<file path="src/sbox_pkg.sv">
`default_nettype none

package sbox_pkg;

    localparam int BYTE_W     = 8;
    localparam int NIB_W      = 4;
    localparam int GF4_W      = 2;
    localparam int ID_W       = 4;
    localparam int NUM_STAGES = 5;

    localparam logic [BYTE_W-1:0] SBOX_AFF_C     = 8'h63;
    localparam logic [BYTE_W-1:0] SBOX_INV_AFF_C = 8'h05;

    // Bit matrices, one row mask per output bit, row 7 first
    localparam logic [BYTE_W-1:0][BYTE_W-1:0] ISO_ROWS = {
        8'hE7, 8'h71, 8'h63, 8'hE1, 8'h9B, 8'h01, 8'h61, 8'h4F
    };
    localparam logic [BYTE_W-1:0][BYTE_W-1:0] ISO_INV_ROWS = {
        8'h12, 8'hEB, 8'hED, 8'h42, 8'h7E, 8'hB2, 8'h22, 8'h04
    };
    localparam logic [BYTE_W-1:0][BYTE_W-1:0] AFF_ROWS = {
        8'hF8, 8'h7C, 8'h3E, 8'h1F, 8'h8F, 8'hC7, 8'hE3, 8'hF1
    };
    localparam logic [BYTE_W-1:0][BYTE_W-1:0] AFF_INV_ROWS = {
        8'h52, 8'h29, 8'h94, 8'h4A, 8'h25, 8'h92, 8'h49, 8'hA4
    };

    typedef struct packed {
        logic [GF4_W-1:0] hi;
        logic [GF4_W-1:0] lo;
    } gf4_pair_t;

    // GF(16) element in normal basis over GF(4)
    typedef union packed {
        logic [NIB_W-1:0] nib;
        gf4_pair_t        half;
    } gf16_t;

    function automatic logic [GF4_W-1:0] gf4_mul(input logic [GF4_W-1:0] a,
                                                 input logic [GF4_W-1:0] b);
        logic t;
        t = (a[1] ^ a[0]) & (b[1] ^ b[0]);
        return {(a[1] & b[1]) ^ t, (a[0] & b[0]) ^ t};
    endfunction

    // Squaring swaps the two normal basis coordinates
    function automatic logic [GF4_W-1:0] gf4_sq(input logic [GF4_W-1:0] x);
        return {x[0], x[1]};
    endfunction

    function automatic logic [GF4_W-1:0] gf4_scale_n(input logic [GF4_W-1:0] x);
        return {x[0], x[1] ^ x[0]};
    endfunction

    // x^-1 equals x^2 in GF(4)
    function automatic logic [GF4_W-1:0] gf4_inv(input logic [GF4_W-1:0] x);
        return gf4_sq(x);
    endfunction

    function automatic gf16_t gf16_mul(input gf16_t a, input gf16_t b);
        logic [GF4_W-1:0] t;
        gf16_t            r;
        t = gf4_scale_n(gf4_mul(a.half.hi ^ a.half.lo, b.half.hi ^ b.half.lo));
        r.half.hi = gf4_mul(a.half.hi, b.half.hi) ^ t;
        r.half.lo = gf4_mul(a.half.lo, b.half.lo) ^ t;
        return r;
    endfunction

    function automatic gf16_t gf16_sq_scale(input gf16_t x);
        gf16_t r;
        r.half.hi = gf4_sq(x.half.hi ^ x.half.lo);
        r.half.lo = gf4_sq(gf4_scale_n(x.half.lo));
        return r;
    endfunction

    function automatic logic [BYTE_W-1:0] gf2_mat_vec(
        input logic [BYTE_W-1:0]             x,
        input logic [BYTE_W-1:0][BYTE_W-1:0] rows
    );
        logic [BYTE_W-1:0] r;
        for (int i = 0; i < BYTE_W; i++)
        begin
            r[i] = ^(x & rows[i]);
        end
        return r;
    endfunction

    function automatic logic [BYTE_W-1:0] iso_map(input logic [BYTE_W-1:0] x);
        return gf2_mat_vec(x, ISO_ROWS);
    endfunction

    function automatic logic [BYTE_W-1:0] iso_map_inv(input logic [BYTE_W-1:0] x);
        return gf2_mat_vec(x, ISO_INV_ROWS);
    endfunction

    function automatic logic [BYTE_W-1:0] aff_mul(input logic [BYTE_W-1:0] x);
        return gf2_mat_vec(x, AFF_ROWS);
    endfunction

    function automatic logic [BYTE_W-1:0] aff_inv_mul(input logic [BYTE_W-1:0] x);
        return gf2_mat_vec(x, AFF_INV_ROWS);
    endfunction

endpackage

`default_nettype wire

</file>
<file path="src/sbox_pipe_ctrl.sv">
`timescale 1ns/1ns
`default_nettype none

module sbox_pipe_ctrl
    import sbox_pkg::*;
(
    input  wire                   clk_i,
    input  wire                   rst_n,
    input  wire                   valid_i,
    input  wire  [ID_W-1:0]       instr_id_i,
    input  wire                   decrypt_i,
    input  wire                   ready_i,
    output logic                  ready_o,
    output logic                  valid_o,
    output logic [ID_W-1:0]       instr_id_o,
    output logic [NUM_STAGES-1:0] stage_en_o,
    output logic                  decrypt_s6_o
);

    logic [NUM_STAGES-1:0]           stage_en;
    logic [NUM_STAGES-1:0]           stage_vld;
    logic [NUM_STAGES-1:0]           stage_dec;
    logic [NUM_STAGES-1:0][ID_W-1:0] stage_tag;

    // A stage moves when any stage from it to the end has room
    for (genvar g = 0; g < NUM_STAGES; g++)
    begin : g_ready
        assign stage_en[g] = ready_i || !(&stage_vld[NUM_STAGES-1:g]);
    end

    always_ff @(posedge clk_i or negedge rst_n)
    begin
        if (!rst_n)
        begin
            stage_vld <= '0;
        end
        else
        begin
            for (int i = 0; i < NUM_STAGES; i++)
            begin
                if (stage_en[i])
                begin
                    stage_vld[i] <= (i == 0) ? valid_i : stage_vld[i - 1];
                end
            end
        end
    end

    always_ff @(posedge clk_i)
    begin
        for (int i = 0; i < NUM_STAGES; i++)
        begin
            if (stage_en[i])
            begin
                stage_tag[i] <= (i == 0) ? instr_id_i : stage_tag[i - 1];
                stage_dec[i] <= (i == 0) ? decrypt_i : stage_dec[i - 1];
            end
        end
    end

    assign stage_en_o   = stage_en;
    assign ready_o      = stage_en[0];
    assign valid_o      = stage_vld[NUM_STAGES-1];
    assign instr_id_o   = stage_tag[NUM_STAGES-1];
    assign decrypt_s6_o = stage_dec[NUM_STAGES-1];

endmodule

`default_nettype wire

</file>
<file path="src/sbox_input_map.sv">
`timescale 1ns/1ns
`default_nettype none

module sbox_input_map
    import sbox_pkg::*;
(
    input  wire               clk_i,
    input  wire               decrypt_i,
    input  wire  [BYTE_W-1:0] share_a_i,
    input  wire  [BYTE_W-1:0] share_b_i,
    input  wire               stage_en_i,
    output gf16_t             a_hi_o,
    output gf16_t             a_lo_o,
    output gf16_t             b_hi_o,
    output gf16_t             b_lo_o
);

    logic [BYTE_W-1:0] a_pre, b_pre;
    logic [BYTE_W-1:0] a_tf, b_tf;

    // Inverse affine ahead of the inversion for decryption
    always_comb
    begin
        if (decrypt_i)
        begin
            // Constant goes on one share only
            a_pre = aff_inv_mul(share_a_i) ^ SBOX_INV_AFF_C;
            b_pre = aff_inv_mul(share_b_i);
        end
        else
        begin
            a_pre = share_a_i;
            b_pre = share_b_i;
        end
    end

    assign a_tf = iso_map(a_pre);
    assign b_tf = iso_map(b_pre);

    always_ff @(posedge clk_i)
    begin
        if (stage_en_i)
        begin
            a_hi_o.nib <= a_tf[BYTE_W-1:NIB_W];
            a_lo_o.nib <= a_tf[NIB_W-1:0];
            b_hi_o.nib <= b_tf[BYTE_W-1:NIB_W];
            b_lo_o.nib <= b_tf[NIB_W-1:0];
        end
    end

endmodule

`default_nettype wire

</file>
<file path="src/gf256_inv_front.sv">
`timescale 1ns/1ns
`default_nettype none

module gf256_inv_front
    import sbox_pkg::*;
(
    input  wire   clk_i,
    input  wire   stage_en_i,
    input  gf16_t a_hi_i,
    input  gf16_t a_lo_i,
    input  gf16_t b_hi_i,
    input  gf16_t b_lo_i,
    output gf16_t a_sum_o,
    output gf16_t b_sum_o
);

    gf16_t a_add, b_add;
    gf16_t a_sqs, b_sqs;
    gf16_t p_aa, p_ab, p_bb, p_ba;
    gf16_t a_sqs_q, b_sqs_q;
    gf16_t p_aa_q, p_ab_q, p_bb_q, p_ba_q;

    assign a_add.nib = a_hi_i.nib ^ a_lo_i.nib;
    assign b_add.nib = b_hi_i.nib ^ b_lo_i.nib;
    assign a_sqs     = gf16_sq_scale(a_add);
    assign b_sqs     = gf16_sq_scale(b_add);

    // DOM hi x lo, own domain and cross domain terms
    assign p_aa = gf16_mul(a_hi_i, a_lo_i);
    assign p_ab = gf16_mul(a_hi_i, b_lo_i);
    assign p_bb = gf16_mul(b_hi_i, b_lo_i);
    assign p_ba = gf16_mul(b_hi_i, a_lo_i);

    always_ff @(posedge clk_i)
    begin
        if (stage_en_i)
        begin
            p_aa_q  <= p_aa;
            p_ab_q  <= p_ab;
            p_bb_q  <= p_bb;
            p_ba_q  <= p_ba;
            a_sqs_q <= a_sqs;
            b_sqs_q <= b_sqs;
        end
    end

    assign a_sum_o.nib = p_aa_q.nib ^ p_ab_q.nib ^ a_sqs_q.nib;
    assign b_sum_o.nib = p_bb_q.nib ^ p_ba_q.nib ^ b_sqs_q.nib;

endmodule

`default_nettype wire

</file>
<file path="src/gf16_inv_dom.sv">
`timescale 1ns/1ns
`default_nettype none

module gf16_inv_dom
    import sbox_pkg::*;
(
    input  wire        clk_i,
    input  wire  [1:0] stage_en_i,
    input  gf16_t      a_sum_i,
    input  gf16_t      b_sum_i,
    output gf16_t      a_inv_o,
    output gf16_t      b_inv_o
);

    logic [GF4_W-1:0] a_sqn, b_sqn;
    logic [GF4_W-1:0] m_aa, m_ab, m_bb, m_ba;
    logic [GF4_W-1:0] m_aa_q, m_ab_q, m_bb_q, m_ba_q;
    logic [GF4_W-1:0] a_sqn_q, b_sqn_q;
    gf16_t            a_s4, b_s4;
    logic [GF4_W-1:0] a_ei, b_ei;
    gf16_t            r_aa, r_ab, r_bb, r_ba;
    gf16_t            r_aa_q, r_ab_q, r_bb_q, r_ba_q;

    // Stage 3
    assign a_sqn = gf4_scale_n(gf4_sq(a_sum_i.half.hi ^ a_sum_i.half.lo));
    assign b_sqn = gf4_scale_n(gf4_sq(b_sum_i.half.hi ^ b_sum_i.half.lo));
    assign m_aa  = gf4_mul(a_sum_i.half.hi, a_sum_i.half.lo);
    assign m_ab  = gf4_mul(a_sum_i.half.hi, b_sum_i.half.lo);
    assign m_bb  = gf4_mul(b_sum_i.half.hi, b_sum_i.half.lo);
    assign m_ba  = gf4_mul(b_sum_i.half.hi, a_sum_i.half.lo);

    always_ff @(posedge clk_i)
    begin
        if (stage_en_i[0])
        begin
            m_aa_q  <= m_aa;
            m_ab_q  <= m_ab;
            m_bb_q  <= m_bb;
            m_ba_q  <= m_ba;
            a_sqn_q <= a_sqn;
            b_sqn_q <= b_sqn;
            a_s4    <= a_sum_i;
            b_s4    <= b_sum_i;
        end
    end

    // Stage 4, inverse of the GF(4) determinant per share
    assign a_ei = gf4_inv(m_aa_q ^ m_ab_q ^ a_sqn_q);
    assign b_ei = gf4_inv(m_bb_q ^ m_ba_q ^ b_sqn_q);

    // New hi comes from old lo and vice versa
    assign r_aa = {gf4_mul(a_ei, a_s4.half.lo), gf4_mul(a_ei, a_s4.half.hi)};
    assign r_ab = {gf4_mul(a_ei, b_s4.half.lo), gf4_mul(a_ei, b_s4.half.hi)};
    assign r_bb = {gf4_mul(b_ei, b_s4.half.lo), gf4_mul(b_ei, b_s4.half.hi)};
    assign r_ba = {gf4_mul(b_ei, a_s4.half.lo), gf4_mul(b_ei, a_s4.half.hi)};

    always_ff @(posedge clk_i)
    begin
        if (stage_en_i[1])
        begin
            r_aa_q <= r_aa;
            r_ab_q <= r_ab;
            r_bb_q <= r_bb;
            r_ba_q <= r_ba;
        end
    end

    assign a_inv_o.nib = r_aa_q.nib ^ r_ab_q.nib;
    assign b_inv_o.nib = r_bb_q.nib ^ r_ba_q.nib;

endmodule

`default_nettype wire

</file>
<file path="src/gf256_inv_back.sv">
`timescale 1ns/1ns
`default_nettype none

module gf256_inv_back
    import sbox_pkg::*;
(
    input  wire               clk_i,
    input  wire  [3:0]        stage_en_i,
    input  gf16_t             a_hi_i,
    input  gf16_t             a_lo_i,
    input  gf16_t             b_hi_i,
    input  gf16_t             b_lo_i,
    input  gf16_t             a_inv_i,
    input  gf16_t             b_inv_i,
    input  wire               decrypt_s6_i,
    output logic [BYTE_W-1:0] share_a_o,
    output logic [BYTE_W-1:0] share_b_o
);

    // Stage 2 nibbles carried to stage 5, order a_hi a_lo b_hi b_lo
    gf16_t [3:0] nib_dly [3];

    gf16_t             s5_a_hi, s5_a_lo, s5_b_hi, s5_b_lo;
    logic [BYTE_W-1:0] m_aa, m_ab, m_bb, m_ba;
    logic [BYTE_W-1:0] m_aa_q, m_ab_q, m_bb_q, m_ba_q;
    logic [BYTE_W-1:0] a_byte, b_byte;
    logic [BYTE_W-1:0] a_std, b_std;

    always_ff @(posedge clk_i)
    begin
        if (stage_en_i[0])
        begin
            nib_dly[0] <= {a_hi_i, a_lo_i, b_hi_i, b_lo_i};
        end
        for (int i = 1; i < 3; i++)
        begin
            if (stage_en_i[i])
            begin
                nib_dly[i] <= nib_dly[i - 1];
            end
        end
    end

    assign s5_a_hi = nib_dly[2][3];
    assign s5_a_lo = nib_dly[2][2];
    assign s5_b_hi = nib_dly[2][1];
    assign s5_b_lo = nib_dly[2][0];

    // Output hi nibble uses the input lo nibble
    assign m_aa = {gf16_mul(a_inv_i, s5_a_lo), gf16_mul(a_inv_i, s5_a_hi)};
    assign m_ab = {gf16_mul(a_inv_i, s5_b_lo), gf16_mul(a_inv_i, s5_b_hi)};
    assign m_bb = {gf16_mul(b_inv_i, s5_b_lo), gf16_mul(b_inv_i, s5_b_hi)};
    assign m_ba = {gf16_mul(b_inv_i, s5_a_lo), gf16_mul(b_inv_i, s5_a_hi)};

    always_ff @(posedge clk_i)
    begin
        if (stage_en_i[3])
        begin
            m_aa_q <= m_aa;
            m_ab_q <= m_ab;
            m_bb_q <= m_bb;
            m_ba_q <= m_ba;
        end
    end

    assign a_byte = m_aa_q ^ m_ab_q;
    assign b_byte = m_bb_q ^ m_ba_q;
    assign a_std  = iso_map_inv(a_byte);
    assign b_std  = iso_map_inv(b_byte);

    always_comb
    begin
        if (decrypt_s6_i)
        begin
            share_a_o = a_std;
            share_b_o = b_std;
        end
        else
        begin
            share_a_o = aff_mul(a_std) ^ SBOX_AFF_C;
            share_b_o = aff_mul(b_std);
        end
    end

endmodule

`default_nettype wire

</file>
<file path="src/masked_sbox_top.sv">
`timescale 1ns/1ns
`default_nettype none

module masked_sbox_top
    import sbox_pkg::*;
(
    input  wire               clk_i,
    input  wire               rst_n,
    input  wire               valid_i,
    input  wire  [ID_W-1:0]   instr_id_i,
    input  wire               decrypt_i,
    input  wire  [BYTE_W-1:0] share_a_i,
    input  wire  [BYTE_W-1:0] share_b_i,
    input  wire               ready_i,
    output logic              ready_o,
    output logic              valid_o,
    output logic [ID_W-1:0]   instr_id_o,
    output logic [BYTE_W-1:0] share_a_o,
    output logic [BYTE_W-1:0] share_b_o
);

    // Bit 0 is stage 2, bit 4 is stage 6
    logic [NUM_STAGES-1:0] stage_en;
    logic                  decrypt_s6;

    gf16_t s2_a_hi, s2_a_lo, s2_b_hi, s2_b_lo;
    gf16_t s3_a_sum, s3_b_sum;
    gf16_t s5_a_inv, s5_b_inv;

    sbox_pipe_ctrl sbox_pipe_ctrl_inst (
        .clk_i        (clk_i),
        .rst_n        (rst_n),
        .valid_i      (valid_i),
        .instr_id_i   (instr_id_i),
        .decrypt_i    (decrypt_i),
        .ready_i      (ready_i),
        .ready_o      (ready_o),
        .valid_o      (valid_o),
        .instr_id_o   (instr_id_o),
        .stage_en_o   (stage_en),
        .decrypt_s6_o (decrypt_s6)
    );

    sbox_input_map sbox_input_map_inst (
        .clk_i      (clk_i),
        .decrypt_i  (decrypt_i),
        .share_a_i  (share_a_i),
        .share_b_i  (share_b_i),
        .stage_en_i (stage_en[0]),
        .a_hi_o     (s2_a_hi),
        .a_lo_o     (s2_a_lo),
        .b_hi_o     (s2_b_hi),
        .b_lo_o     (s2_b_lo)
    );

    gf256_inv_front gf256_inv_front_inst (
        .clk_i      (clk_i),
        .stage_en_i (stage_en[1]),
        .a_hi_i     (s2_a_hi),
        .a_lo_i     (s2_a_lo),
        .b_hi_i     (s2_b_hi),
        .b_lo_i     (s2_b_lo),
        .a_sum_o    (s3_a_sum),
        .b_sum_o    (s3_b_sum)
    );

    gf16_inv_dom gf16_inv_dom_inst (
        .clk_i      (clk_i),
        .stage_en_i (stage_en[3:2]),
        .a_sum_i    (s3_a_sum),
        .b_sum_i    (s3_b_sum),
        .a_inv_o    (s5_a_inv),
        .b_inv_o    (s5_b_inv)
    );

    gf256_inv_back gf256_inv_back_inst (
        .clk_i        (clk_i),
        .stage_en_i   (stage_en[4:1]),
        .a_hi_i       (s2_a_hi),
        .a_lo_i       (s2_a_lo),
        .b_hi_i       (s2_b_hi),
        .b_lo_i       (s2_b_lo),
        .a_inv_i      (s5_a_inv),
        .b_inv_i      (s5_b_inv),
        .decrypt_s6_i (decrypt_s6),
        .share_a_o    (share_a_o),
        .share_b_o    (share_b_o)
    );

endmodule

`default_nettype wire

</file>
<file path="config.mk">
export PLATFORM = sky130hd
export DESIGN_NAME = masked_sbox_top
export DESIGN_NICKNAME = d
export VERILOG_FILES = /design/src/sbox_pkg.sv /design/src/sbox_pipe_ctrl.sv /design/src/sbox_input_map.sv /design/src/gf256_inv_front.sv /design/src/gf16_inv_dom.sv /design/src/gf256_inv_back.sv /design/src/masked_sbox_top.sv
export SDC_FILE = /design/constraint.sdc
export NUM_CORES = 1
export LEC_CHECK = 0
export ABC_AREA = 1
export BUFFER_PORTS_ARGS = -buffer_cell sky130_fd_sc_hd__buf_2
export CORE_ASPECT_RATIO = 1.25
export CORE_MARGIN = 5
export CORE_UTILIZATION = 25
export CTS_CLUSTER_SIZE = 28
export DETAILED_ROUTE_END_ITERATION = 16
export PLACE_DENSITY = 0.4
export SLEW_MARGIN = 5
export SYNTH_ARGS = -nofsm -noshare
export SYNTH_HDL_FRONTEND = slang
export SYNTH_SLANG_ARGS = --single-unit
</file>
<file path="constraint.sdc">
create_clock -name clk_i -period 11.34 [get_ports clk_i]
set_clock_uncertainty 0.2 [all_clocks]
set_input_delay 1.134 -clock clk_i [delete_from_list [all_inputs] [get_ports clk_i]]
set_output_delay 1.134 -clock clk_i [all_outputs]
set_load 0.01 [all_outputs]
</file>
==> results_dict.tcl <==
set metrics [dict create \
    outcome "finished, final reports clean" \
    die-area_mm2 0.0489 \
    worst_pin_slew_ns 0.618 \
    finalHoldViolCount 0 \
    synth_most_common_cell "nand2_1" \
    fin_ws_ns 6.49 \
    drive_above_1_share_pct 8.70 \
    drt-initial-drc-count 241 \
    hold_path_depth 0 \
    synth.avg_cell_area_um2 9.53 \
    yosysTopAreaCell "edfxtp_1" \
    die_w_um 199 \
    drt.antenna.violating_nets 0 \
    rsz0062_at_grt "false" \
    htreeDepth 4 \
    drt-wirelength-per-cell_um 12.1 \
    cp-start-kind "input pin" \
    slew_viol_final 0 \
    synth_area_leaders "edfxtp_1, nand2_1, xor2_1" \
    cts_tree "built" \
    synth-edff-count 181 \
    worst_r2r_path_depth 11 \
    cts_resized 0 \
    cp_data_arrival_time_ns 3.52 \
    insertion_delay_ns 0.44 \
    post_cts_buffers 0 \
    maxCapViolCount 0 \
    synth-main-ff-cell "edfxtp_1" \
    worst_hold_path_type "reg2reg" \
    syn_inst 1169 \
    drt_first_pass_iters 5 \
    numCtsBuffers 17 \
    timing.rr.start "sbox_pipe_ctrl_inst.stage_vld[4]$_DFFE_PN0P_" \
    routabilityCongestion 0.814 \
    grt_pass1_vias 7208 \
    synth_top_area_share_pct 48.8 \
    yosys_warnings 0 \
    vias_per_cell 3.96 \
    syn_area_mm2 0.0111 \
    coreArea_mm2 0.0441 \
    grt_util_all_layers_pct 9.42 \
    fmax_mhz 206 \
    pre_cts_slack_ns 6.37 \
    ys_ff_latch 186 \
    initial_core_util_pct 25.3 \
    drc 0 \
    ys_types 25 \
    fin_crit_ns 4.85 \
    gr-total-overflow 0 \
    fillCellCount 4687 \
    drt_wl_total_mm 22.0 \
    dp_cells 1781 \
    diodes 0 \
    cp-end-kind "primary output" \
    rrSetupSlack_ns 8.12 \
    vias 7180 \
    min_delay_worst_endpoint "gf256_inv_back_inst.nib_dly[0][42]$_DFFE_PP_" \
    syn-num-nets 1206 \
    grt_max_degree 46 \
    cts.sinks 186 \
    relSlewSlack_pct 58.8 \
    holdBufCountCts 0 \
    io_pins 47 \
    port-buffer-count 46 \
    final.setup.tns_ns 0 \
    worst_r2r_endpoint "gf256_inv_front_inst.p_ba_q[1]$_DFFE_PP_" \
    area_growth_pct 13.6 \
    min-delay-start "gf256_inv_back_inst.nib_dly[0][26]$_DFFE_PP_" \
    crit_fanout 43 \
    grt_antenna_before_repair 0 \
    crit_required_ns 10.01 \
    row_count 86 \
    grt_pass1_wl_mm 36.6 \
    ys_seq_area_share_pct 49.9 \
    finalCritPeriodShare_pct 42.8 \
    critPathKind "in2out" \
    fin_cells 1813 \
    cts_root_buf "clkbuf_16" \
    clkSlewWorstSetupHoldPaths_ns 0.07 \
    async_flop_share_pct 2.69 \
    setup-violations-final 0 \
    hpwlAfterDp_mm 18.0 \
    die_h_um 246 \
    clockBufferDepth 2 \
    nNetsFinal 1265 \
    synthTopCellsByCount "nand2_1, xor2_1, edfxtp_1" \
    hold_slack_ns 0.218 \
]
-- registers in the layout, summed over array words and instances, names as in the netlist, 5 cells and up --
name                           cells
gf256_inv_back_inst.m_bb_q         8
sbox_pipe_ctrl_inst.stage_vld      5
gf256_inv_back_inst.m_ab_q         8
gf256_inv_back_inst.nib_dly       48
sbox_pipe_ctrl_inst.stage_tag     16
gf256_inv_back_inst.m_aa_q         8
sbox_pipe_ctrl_inst.stage_dec      5
gf256_inv_back_inst.m_ba_q         8
-- kinds of logic (layout without fill, tap and decap cells) --
group	count (synthesis)	after routing	synth area share [%]
and+or+nand+nor	540	540	19.1
xor gates and xnor gates	299	299	24.6
DFF	186	186	49.9
buffers and inverters	106	178	3.75
AOI/OAI and AO/OA	26	26	1.30
adders and majority gates	12	12	1.35
-- metrics by stage --
stage | cell area, um2 | util, %
after floorplan | 11100 | -
after global placement | 12100 | 27.3
after detailed placement | 12100 | 27.3
after CTS | 12700 | 28.7
after global routing | 12700 | 28.7
final | 12700 | 28.7
-- worst max-delay path: stages --
cell     delay [ns]
buf_2          0.07
inv_1          0.03
nand2_1        0.04
buf_4          0.40
nor2_1         0.07
inv_1          0.06
buf_4          0.39
nor2_1         0.08
inv_1          0.06
buf_4          0.43
nor2_1         0.13
nand2_1        0.09
buf_4          0.28
buf_2          0.20
-- final cells by class --
type	instances	area, um2	area share (%)
clock buffer	19	433	3.42
clock inverter	13	155	1.23
inverter	95	357	2.82
multi-input combinational	877	5160	40.8
sequential	186	5560	43.9
tap	572	716	5.66
timing repair buffer	51	268	2.12
-- cells in the final DEF, fill, tap and decap left out, types with 3 or more instances in the layout --
master,instances
o21ai_0,18
xnor2_1,100
edfxtp_1,181
inv_6,5
dfrtp_1,5
xor2_2,5
nand2_2,6
nor2_1,10
a21oi_1,3
or2_2,4
inv_1,95
or2_1,3
buf_2,46
xor2_1,185
o21ai_2,4
ha_1,12
buf_4,5
xnor2_2,7
clkbuf_16,17
nand3_1,48
nand2_1,466
-- per-layer routing --
layer / share of wire, % / track usage, % / vias to the layer above
li1: - / - / 3820
met1: 39 / 9.90 / 3247
met2: 57 / 18.3 / 85
met3: 2.2 / 1.67 / 28
met4: 2.4 / 3.64 / 0
met5: 0 / 0 / -
-- worst max-delay path by stage --
stage	from	end	slack [ns]
after floorplan	ready_i	ready_o	5.44
after global placement	ready_i	ready_o	6.36
after detailed placement	ready_i	ready_o	6.37
after CTS	ready_i	ready_o	6.37
after global routing	ready_i	ready_o	6.10
final	ready_i	ready_o	6.49
Power is not shown: default switching activity piles up to over one toggle a cycle in this logic, so the estimate is an artifact.
